==> src/pic_pkg.sv <==
package pic_pkg;

  typedef logic [3:0]  prio_t;   // Priority level
  typedef logic [7:0]  id_t;     // Claim id, equal to the source index
  typedef logic [31:0] addr_t;
  typedef logic [31:0] data_t;

  // Register port, one read and one write per cycle
  typedef struct packed {
    logic  rden;
    logic  wren;
    addr_t rdaddr;
    addr_t wraddr;
    data_t wr_data;
  } picm_req_t;

  typedef struct packed {
    logic edge_type;   // 1 means edge-type
    logic polarity;    // 1 means active low
  } gw_cfg_t;

  typedef struct packed {
    id_t   id;
    prio_t pl;
  } claim_t;

  // Register offsets from the base address
  localparam addr_t PRIORITY_OFS  = 32'h0000_0000;
  localparam addr_t PENDING_OFS   = 32'h0000_1000;
  localparam addr_t ENABLE_OFS    = 32'h0000_2000;
  localparam addr_t CONFIG_OFS    = 32'h0000_3000;
  localparam addr_t GW_CONFIG_OFS = 32'h0000_4000;
  localparam addr_t GW_CLEAR_OFS  = 32'h0000_5000;

  localparam prio_t PRIO_MAX = 4'd15;

endpackage

==> src/pic_gateway_bank.sv <==
module pic_gateway_bank #(
  parameter int NUM_SOURCES = 32
) (
  input  logic                                  clk,
  input  logic                                  arst_n,
  input  logic [NUM_SOURCES-1:0]                extintsrc_req,
  input  pic_pkg::gw_cfg_t [NUM_SOURCES-1:0]    gw_cfg,
  input  logic [NUM_SOURCES-1:0]                gw_clear,
  output logic [NUM_SOURCES-1:0]                int_pending
);

  // Slot 0 has no source, so the bank covers 1 and up
  logic [NUM_SOURCES-1:1] sync_q1;
  logic [NUM_SOURCES-1:1] sync_q2;
  logic [NUM_SOURCES-1:1] active;     // Synchronised request after polarity
  logic [NUM_SOURCES-1:1] edge_mode;
  logic [NUM_SOURCES-1:1] pend_q;     // Edge pending latch

  ////////////////////
  // Synchronisers
  ////////////////////
  always_ff @(posedge clk or negedge arst_n) begin
    if (!arst_n) begin
      sync_q1 <= '0;
      sync_q2 <= '0;
    end else begin
      sync_q1 <= extintsrc_req[NUM_SOURCES-1:1];
      sync_q2 <= sync_q1;
    end
  end

  always_comb begin
    for (int i = 1; i < NUM_SOURCES; i++) begin
      active[i]    = sync_q2[i] ^ gw_cfg[i].polarity;
      edge_mode[i] = gw_cfg[i].edge_type;
    end
  end

  // Latch holds until software clears it with the line inactive
  always_ff @(posedge clk or negedge arst_n) begin
    if (!arst_n) begin
      pend_q <= '0;
    end else begin
      pend_q <= (active & edge_mode) | (pend_q & ~gw_clear[NUM_SOURCES-1:1]);
    end
  end

  ////////////////////
  // Gateway outputs
  ////////////////////
  assign int_pending[0]               = 1'b0;   // Tied off
  assign int_pending[NUM_SOURCES-1:1] = active | (pend_q & edge_mode);

endmodule

==> src/pic_regs.sv <==
module pic_regs #(
  parameter int             NUM_SOURCES = 32,
  parameter pic_pkg::addr_t BASE_ADDR   = 32'hf00c_0000
) (
  input  logic                                  clk,
  input  logic                                  arst_n,
  input  pic_pkg::picm_req_t                    picm,
  input  logic [NUM_SOURCES-1:0]                int_pending,
  output pic_pkg::gw_cfg_t [NUM_SOURCES-1:0]    gw_cfg,
  output logic [NUM_SOURCES-1:0]                gw_clear,
  output logic [NUM_SOURCES-1:0]                int_enable,
  output pic_pkg::prio_t [NUM_SOURCES-1:0]      int_priority,
  output logic                                  reverse_order,
  output pic_pkg::data_t                        picm_rd_data
);

  localparam int IDX_W = $clog2(NUM_SOURCES);

  localparam pic_pkg::addr_t PRI_BASE  = BASE_ADDR + pic_pkg::PRIORITY_OFS;
  localparam pic_pkg::addr_t PEND_BASE = BASE_ADDR + pic_pkg::PENDING_OFS;
  localparam pic_pkg::addr_t EN_BASE   = BASE_ADDR + pic_pkg::ENABLE_OFS;
  localparam pic_pkg::addr_t CFG_ADDR  = BASE_ADDR + pic_pkg::CONFIG_OFS;
  localparam pic_pkg::addr_t GWC_BASE  = BASE_ADDR + pic_pkg::GW_CONFIG_OFS;
  localparam pic_pkg::addr_t CLR_BASE  = BASE_ADDR + pic_pkg::GW_CLEAR_OFS;

  logic                 rden_q, wren_q;
  pic_pkg::addr_t       raddr_q, waddr_q;
  pic_pkg::data_t       wr_data_q;
  logic [9:0]           r_word, w_word;   // Word number inside a 4 KB region
  logic [IDX_W-1:0]     r_idx, w_idx;
  logic                 r_ok, w_ok;
  logic                 pri_re, en_re, gwc_re, pend_re, cfg_re;
  logic                 pri_we, en_we, gwc_we, clr_we, cfg_we;
  logic                 bypass;
  pic_pkg::data_t       rd_mux;

  // Region match on the upper address bits
  function automatic logic region_hit(pic_pkg::addr_t addr, pic_pkg::addr_t base);
    return addr[31:12] == base[31:12];
  endfunction

  ////////////////////
  // Port capture
  ////////////////////
  always_ff @(posedge clk or negedge arst_n) begin
    if (!arst_n) begin
      rden_q <= 1'b0;
      wren_q <= 1'b0;
    end else begin
      rden_q <= picm.rden;
      wren_q <= picm.wren;
    end
  end

  always_ff @(posedge clk) begin
    if (picm.rden) begin
      raddr_q <= picm.rdaddr;
    end
    if (picm.wren) begin
      waddr_q   <= picm.wraddr;
      wr_data_q <= picm.wr_data;
    end
  end

  assign r_word = raddr_q[11:2];
  assign w_word = waddr_q[11:2];
  assign r_idx  = r_word[IDX_W-1:0];
  assign w_idx  = w_word[IDX_W-1:0];
  assign r_ok   = r_word < 10'(NUM_SOURCES);
  assign w_ok   = (w_word < 10'(NUM_SOURCES)) && (w_word != '0);   // Slot 0 is read only

  assign pri_re  = rden_q && region_hit(raddr_q, PRI_BASE) && r_ok;
  assign en_re   = rden_q && region_hit(raddr_q, EN_BASE) && r_ok;
  assign gwc_re  = rden_q && region_hit(raddr_q, GWC_BASE) && r_ok;
  assign pend_re = rden_q && region_hit(raddr_q, PEND_BASE) && (r_word == '0);
  assign cfg_re  = rden_q && (raddr_q == CFG_ADDR);

  assign pri_we = wren_q && region_hit(waddr_q, PRI_BASE) && w_ok;
  assign en_we  = wren_q && region_hit(waddr_q, EN_BASE) && w_ok;
  assign gwc_we = wren_q && region_hit(waddr_q, GWC_BASE) && w_ok;
  assign clr_we = wren_q && region_hit(waddr_q, CLR_BASE) && w_ok;
  assign cfg_we = wren_q && (waddr_q == CFG_ADDR);

  ////////////////////
  // Config registers
  ////////////////////
  always_ff @(posedge clk or negedge arst_n) begin
    if (!arst_n) begin
      int_priority  <= '0;
      int_enable    <= '0;
      gw_cfg        <= '0;
      reverse_order <= 1'b0;
    end else begin
      if (pri_we) begin
        int_priority[w_idx] <= wr_data_q[3:0];
      end
      if (en_we) begin
        int_enable[w_idx] <= wr_data_q[0];
      end
      if (gwc_we) begin
        gw_cfg[w_idx] <= pic_pkg::gw_cfg_t'(wr_data_q[1:0]);
      end
      if (cfg_we) begin
        reverse_order <= wr_data_q[0];
      end
    end
  end

  // One-cycle clear pulse to the gateway latch
  always_comb begin
    gw_clear = '0;
    if (clr_we) begin
      gw_clear[w_idx] = 1'b1;
    end
  end

  ////////////////////
  // Read data
  ////////////////////
  assign rd_mux = ({32{pri_re}}  & pic_pkg::data_t'(int_priority[r_idx])) |
                  ({32{en_re}}   & pic_pkg::data_t'(int_enable[r_idx]))   |
                  ({32{gwc_re}}  & pic_pkg::data_t'(gw_cfg[r_idx]))       |
                  ({32{pend_re}} & pic_pkg::data_t'(int_pending))         |
                  ({32{cfg_re}}  & pic_pkg::data_t'(reverse_order));

  assign bypass       = rden_q && wren_q && (raddr_q == waddr_q);   // Read sees the write
  assign picm_rd_data = bypass ? wr_data_q : rd_mux;

endmodule

==> src/pic_select.sv <==
module pic_select #(
  parameter int NUM_SOURCES = 32
) (
  input  logic                                  clk,
  input  logic                                  arst_n,
  input  logic [NUM_SOURCES-1:0]                int_pending,
  input  logic [NUM_SOURCES-1:0]                int_enable,
  input  pic_pkg::prio_t [NUM_SOURCES-1:0]      int_priority,
  input  logic                                  reverse_order,
  input  pic_pkg::prio_t                        meipt,
  input  pic_pkg::prio_t                        meicurpl,
  output logic                                  mexintpend,
  output pic_pkg::claim_t                       claim,
  output logic                                  mhwakeup
);

  localparam int LEVELS = $clog2(NUM_SOURCES);
  localparam int LEAVES = 1 << LEVELS;

  // Heap-ordered tree, node 1 is the root and leaf i sits at LEAVES+i
  pic_pkg::claim_t [2*LEAVES-1:1] node;

  pic_pkg::claim_t  win;
  pic_pkg::claim_t  claim_d;
  pic_pkg::prio_t   meipt_cmp;
  pic_pkg::prio_t   meicurpl_cmp;
  pic_pkg::prio_t   wake_lvl;
  logic             mexintpend_d;
  logic             mhwakeup_d;

  ////////////////////
  // Leaves
  ////////////////////
  for (genvar i = 0; i < LEAVES; i++) begin : g_leaf
    if (i < NUM_SOURCES) begin : g_src
      pic_pkg::prio_t prio_cmp;

      assign prio_cmp         = reverse_order ? ~int_priority[i] : int_priority[i];
      assign node[LEAVES+i].id = pic_pkg::id_t'(i);
      // Masked after the inversion, so an idle source is 0 in both orders
      assign node[LEAVES+i].pl = (int_pending[i] && int_enable[i]) ? prio_cmp : '0;
    end else begin : g_pad
      assign node[LEAVES+i] = '0;
    end
  end

  ////////////////////
  // Comparison tree
  ////////////////////
  for (genvar k = 1; k < LEAVES; k++) begin : g_node
    // Left child wins a tie since it carries the lower ids
    assign node[k] = (node[2*k].pl < node[2*k+1].pl) ? node[2*k+1] : node[2*k];
  end

  assign win = node[1];

  ////////////////////
  // Threshold and wake-up
  ////////////////////
  assign meipt_cmp    = reverse_order ? ~meipt : meipt;
  assign meicurpl_cmp = reverse_order ? ~meicurpl : meicurpl;
  assign mexintpend_d = (win.pl > meipt_cmp) && (win.pl > meicurpl_cmp);

  assign claim_d.id = win.id;
  assign claim_d.pl = reverse_order ? ~win.pl : win.pl;   // Stored priority of the winner

  assign wake_lvl   = reverse_order ? pic_pkg::prio_t'(0) : pic_pkg::PRIO_MAX;
  assign mhwakeup_d = claim_d.pl == wake_lvl;

  // Output flops
  always_ff @(posedge clk or negedge arst_n) begin
    if (!arst_n) begin
      mexintpend <= 1'b0;
      claim      <= '0;
      mhwakeup   <= 1'b0;
    end else begin
      mexintpend <= mexintpend_d;
      claim      <= claim_d;
      mhwakeup   <= mhwakeup_d;
    end
  end

endmodule

==> src/pic_ctrl.sv <==
module pic_ctrl #(
  parameter int             NUM_SOURCES = 32,
  parameter pic_pkg::addr_t BASE_ADDR   = 32'hf00c_0000
) (
  input  logic                     clk,
  input  logic                     arst_n,
  input  logic [NUM_SOURCES-1:0]   extintsrc_req,
  input  pic_pkg::picm_req_t       picm,
  input  pic_pkg::prio_t           meipt,      // Core threshold
  input  pic_pkg::prio_t           meicurpl,   // Core current level
  output pic_pkg::data_t           picm_rd_data,
  output logic                     mexintpend,
  output pic_pkg::claim_t          claim,
  output logic                     mhwakeup
);

  pic_pkg::gw_cfg_t [NUM_SOURCES-1:0]  gw_cfg;
  logic [NUM_SOURCES-1:0]              gw_clear;
  logic [NUM_SOURCES-1:0]              int_enable;
  pic_pkg::prio_t [NUM_SOURCES-1:0]    int_priority;
  logic                                reverse_order;
  logic [NUM_SOURCES-1:0]              int_pending;   // Gateway outputs

  pic_gateway_bank #(.NUM_SOURCES(NUM_SOURCES)) u_gateway_bank (
    .clk, .arst_n, .extintsrc_req, .gw_cfg, .gw_clear, .int_pending
  );

  pic_regs #(
    .NUM_SOURCES (NUM_SOURCES),
    .BASE_ADDR   (BASE_ADDR)
  ) u_regs (
    .clk, .arst_n, .picm, .int_pending, .gw_cfg, .gw_clear,
    .int_enable, .int_priority, .reverse_order, .picm_rd_data
  );

  pic_select #(.NUM_SOURCES(NUM_SOURCES)) u_select (
    .clk, .arst_n, .int_pending, .int_enable, .int_priority, .reverse_order,
    .meipt, .meicurpl, .mexintpend, .claim, .mhwakeup
  );

endmodule

==> config.mk <==
export PLATFORM = sky130hd
export DESIGN_NAME = pic_ctrl
export DESIGN_NICKNAME = d
export VERILOG_FILES = /design/src/pic_pkg.sv /design/src/pic_gateway_bank.sv /design/src/pic_regs.sv /design/src/pic_select.sv /design/src/pic_ctrl.sv
export SDC_FILE = /design/constraint.sdc
export NUM_CORES = 1
export LEC_CHECK = 0
export BUFFER_PORTS_ARGS = -buffer_cell sky130_fd_sc_hd__clkbuf_2
export CAP_MARGIN = 10
export CORE_AREA = 3 3 219 221
export CTS_CLUSTER_DIAMETER = 80
export DETAILED_ROUTE_END_ITERATION = 6
export DIE_AREA = 0 0 222 224
export HOLD_SLACK_MARGIN = 0.06
export PLACE_DENSITY_LB_ADDON = 0.3
export SLEW_MARGIN = 20
export SYNTH_ARGS = -nofsm -noshare
export SYNTH_HDL_FRONTEND = slang
export SYNTH_HIERARCHICAL = 1
export SYNTH_SLANG_ARGS = --single-unit
==> constraint.sdc <==
create_clock -name clk -period 8.84 [get_ports clk]
set_input_delay 0.442 -clock clk [delete_from_list [all_inputs] [get_ports clk]]
set_output_delay 0.442 -clock clk [all_outputs]
set_load 0.02 [all_outputs]
==> results.yml <==
run_status:
  outcome: "finished, violations left"
  violations: "design-rule violations"
worst_setup_path:
  slowest_delay_ns: 0.57
  cp.arrival_ns: 8.86
  cp_data_required_time_ns: 9.30
  cp-start-kind: "register"
  slowest_stage: "dfrtp_4"
  r2r_slack_ns: 0.43
  ff2ff_path_depth: 40
  r2r_end: "u_select/mexintpend$_DFF_PN0_"
  worstSetupPathType: "reg -> reg"
  crit_path_end_kind: "register"
  crit_fanout: 13
  crit_top_cell: "ha_1"
  r2r-start: "u_regs/reverse_order$_DFFE_PN0P_"
routing:
  first_pass_iters: 7
  wire_per_inst_um: 22.8
  wirelength_um: 76000
  vias_per_cell: 6.18
  drc: 1
  drt_iter0_markers: 1923
  via_count: 20600
  ant_nets: 0
clock_tree:
  cts_root_buf: "clkbuf_16"
  cts_tree: "built"
  cts_max_level: 2
  clock_sinks: 427
  clockBufferDepth: 3
  numCtsBuffers: 46
  clk_latency_ns: 0.59
  path_clk_slew_ns: 0.06
min_path:
  hold_class: "in -> reg"
  whs_path_depth: 1
  min_from: "picm[96]"
  min_to: "u_regs/wr_data_q[5]$_DFFE_PP_"
floorplan:
  die-area_um2: 49700
  core_area_um2: 46400
  die_x_um: 222
  chipHeight_um: 224
  num_rows: 79
  ios: 186
  start_util_pct: 55.3
timing:
  finClkSkew_ns: 0.0195
  hold_violations: 0
  tightest_slew_ns: 1.16
  min_period_ns: 8.41
  timing.slew.headroom_pct: 21.9
  max_freq_mhz: 119
  setup_ws_ns: 0.434
  setup_viol: 0
  min_period_over_period_pct: 95.1
  drv_slew: 0
pwr:
  power_density_nw_per_um2: 141
  power_leakage_nw: 14.2
  ir_drop_mv: 0.216
placed_design:
  post-place-ws_ns: -0.214
  gp_congestion: 0.947
  hpwlAfterDp_um: 51200
  dpl-instance-area_um2: 27400
  port_buffers: 181
grt:
  grt_pass1_vias: 21200
  grt_pass1_wl_um: 117000
  grt.overflow.total: 0
  antenna_found_initial: 0
  grt.total_usage_pct: 29.9
  grt_start_max_net_pins: 183
layout:
  multi_input_area_um2: 13600
  nets: 2954
  final_core_util_pct: 65.6
  area_growth_pct: 18.7
  antenna_cells: 0
  regArea_um2: 11200
  drive_above_1_share_pct: 21.5
  final_area_um2: 30400
  fill_cells: 3288
synth:
  yosysWarningCount: 6
  syn_avg_cell_area_um2: 10.9
  synth_area_um2: 25600
  synth_cells: 2362
run:
  drv_cap: 0
per-layer routing:
layer  vias up  wire, um  track usage, %
li1       9206         -               -
met1     10200     29700            37.6
met2      1004     36700            51.1
met3       219      6150            6.07
met4         0      3410            12.1
met5         -         0               0
how the worst max path moves through the flow:
| stage | startpoint | to | slack [ns] | cells past startpoint |
|---|---|---|---|---|
| floorplan | u_regs/reverse_order$_DFFE_PN0P_ | u_select/mexintpend$_DFF_PN0_ | 0.009 | 42 |
| finish | u_regs/reverse_order$_DFFE_PN0P_ | u_select/mexintpend$_DFF_PN0_ | 0.43 | 40 |
| global placement | u_regs/gw_cfg[23]$_DFFE_PN0P_ | u_select/mexintpend$_DFF_PN0_ | 0.21 | 39 |
| global route | u_regs/gw_cfg[56]$_DFFE_PN0P_ | u_select/mexintpend$_DFF_PN0_ | -0.06 | 39 |
| detailed placement | u_regs/gw_cfg[31]$_DFFE_PN0P_ | u_select/mexintpend$_DFF_PN0_ | -0.21 | 39 |
| CTS | u_regs/gw_cfg[28]$_DFFE_PN0P_ | u_select/mexintpend$_DFF_PN0_ | 0.03 | 41 |
where the power goes:
part / internal, mW / total [mW] / switching (mW)
combinational: 0.121 / 0.316 / 0.195
sequential: 2.07 / 2.12 / 0.0420
clock: 1.04 / 1.86 / 0.819
flip-flops by register name (all words and copies together) (netlist names), 9 cells and up:
register and count:
u_regs/int_enable 32, u_regs/waddr_q 32, u_gateway_bank/sync_q2 31, u_regs/int_priority 128, u_select/claim 9, u_regs/gw_cfg 64
u_regs/raddr_q 32, u_gateway_bank/pend_q 31, u_regs/wr_data_q 32, u_gateway_bank/sync_q1 31
metrics by stage:
step                hold slack (ns)  cells  TNS (ns)  power, mW
floorplan                     0.146   2364         0       2.25
global placement              0.334   3113         0       2.40
detailed placement            0.335   3113    -0.214       2.40
CTS                           0.235   3324         0       4.28
global route                  0.254   3336   -0.0633       4.42
finish                        0.260   3336         0       4.29
timing repair:
| action | 4_1_cts | 5_1_grt |
|---|---|---|
| setup buffers | 1 | 12 |
| endpoints found under the setup margin | 1 | 1 |
| pin swaps | 0 | 4 |
| hold endpoints to repair | 206 | 0 |
| gates resized for setup | 4 | 60 |
| hold buffers | 128 | 0 |
cell usage in the layout, fill, tap and decap left out, types with 100 or more instances in the layout:
cell type,count
dfrtp_1,330
nor2_1,132
inv_1,157
o21ai_0,140
nand2_1,165
xor2_1,100
ha_1,118
xnor2_1,100
dlygate4sd3_1,128
mux2_2,100
clkbuf_2,179
critical path, delay by kind of cell, from the launching register on:
family,cells,cell delay (ns)
AO/OA/AOI/OAI,12,2.41
XOR/XNOR,1,0.16
adder cells (fa/ha/maj),6,1.66
buffers and inverters,7,0.85
flip-flops,1,0.57
multiplexers,3,0.74
AND/OR/NAND/NOR,11,1.82
area by class of cell:
class / count / area share (%)
clock inverters: 19 / 0.522
clock buffers: 63 / 4.19
flip-flops and latches: 427 / 36.7
well taps: 607 / 2.50
multi-input cells: 1675 / 44.8
repair buffers: 386 / 9.36
inverters: 159 / 1.97
No activity file was read; power rests on OpenSTA's default activity.
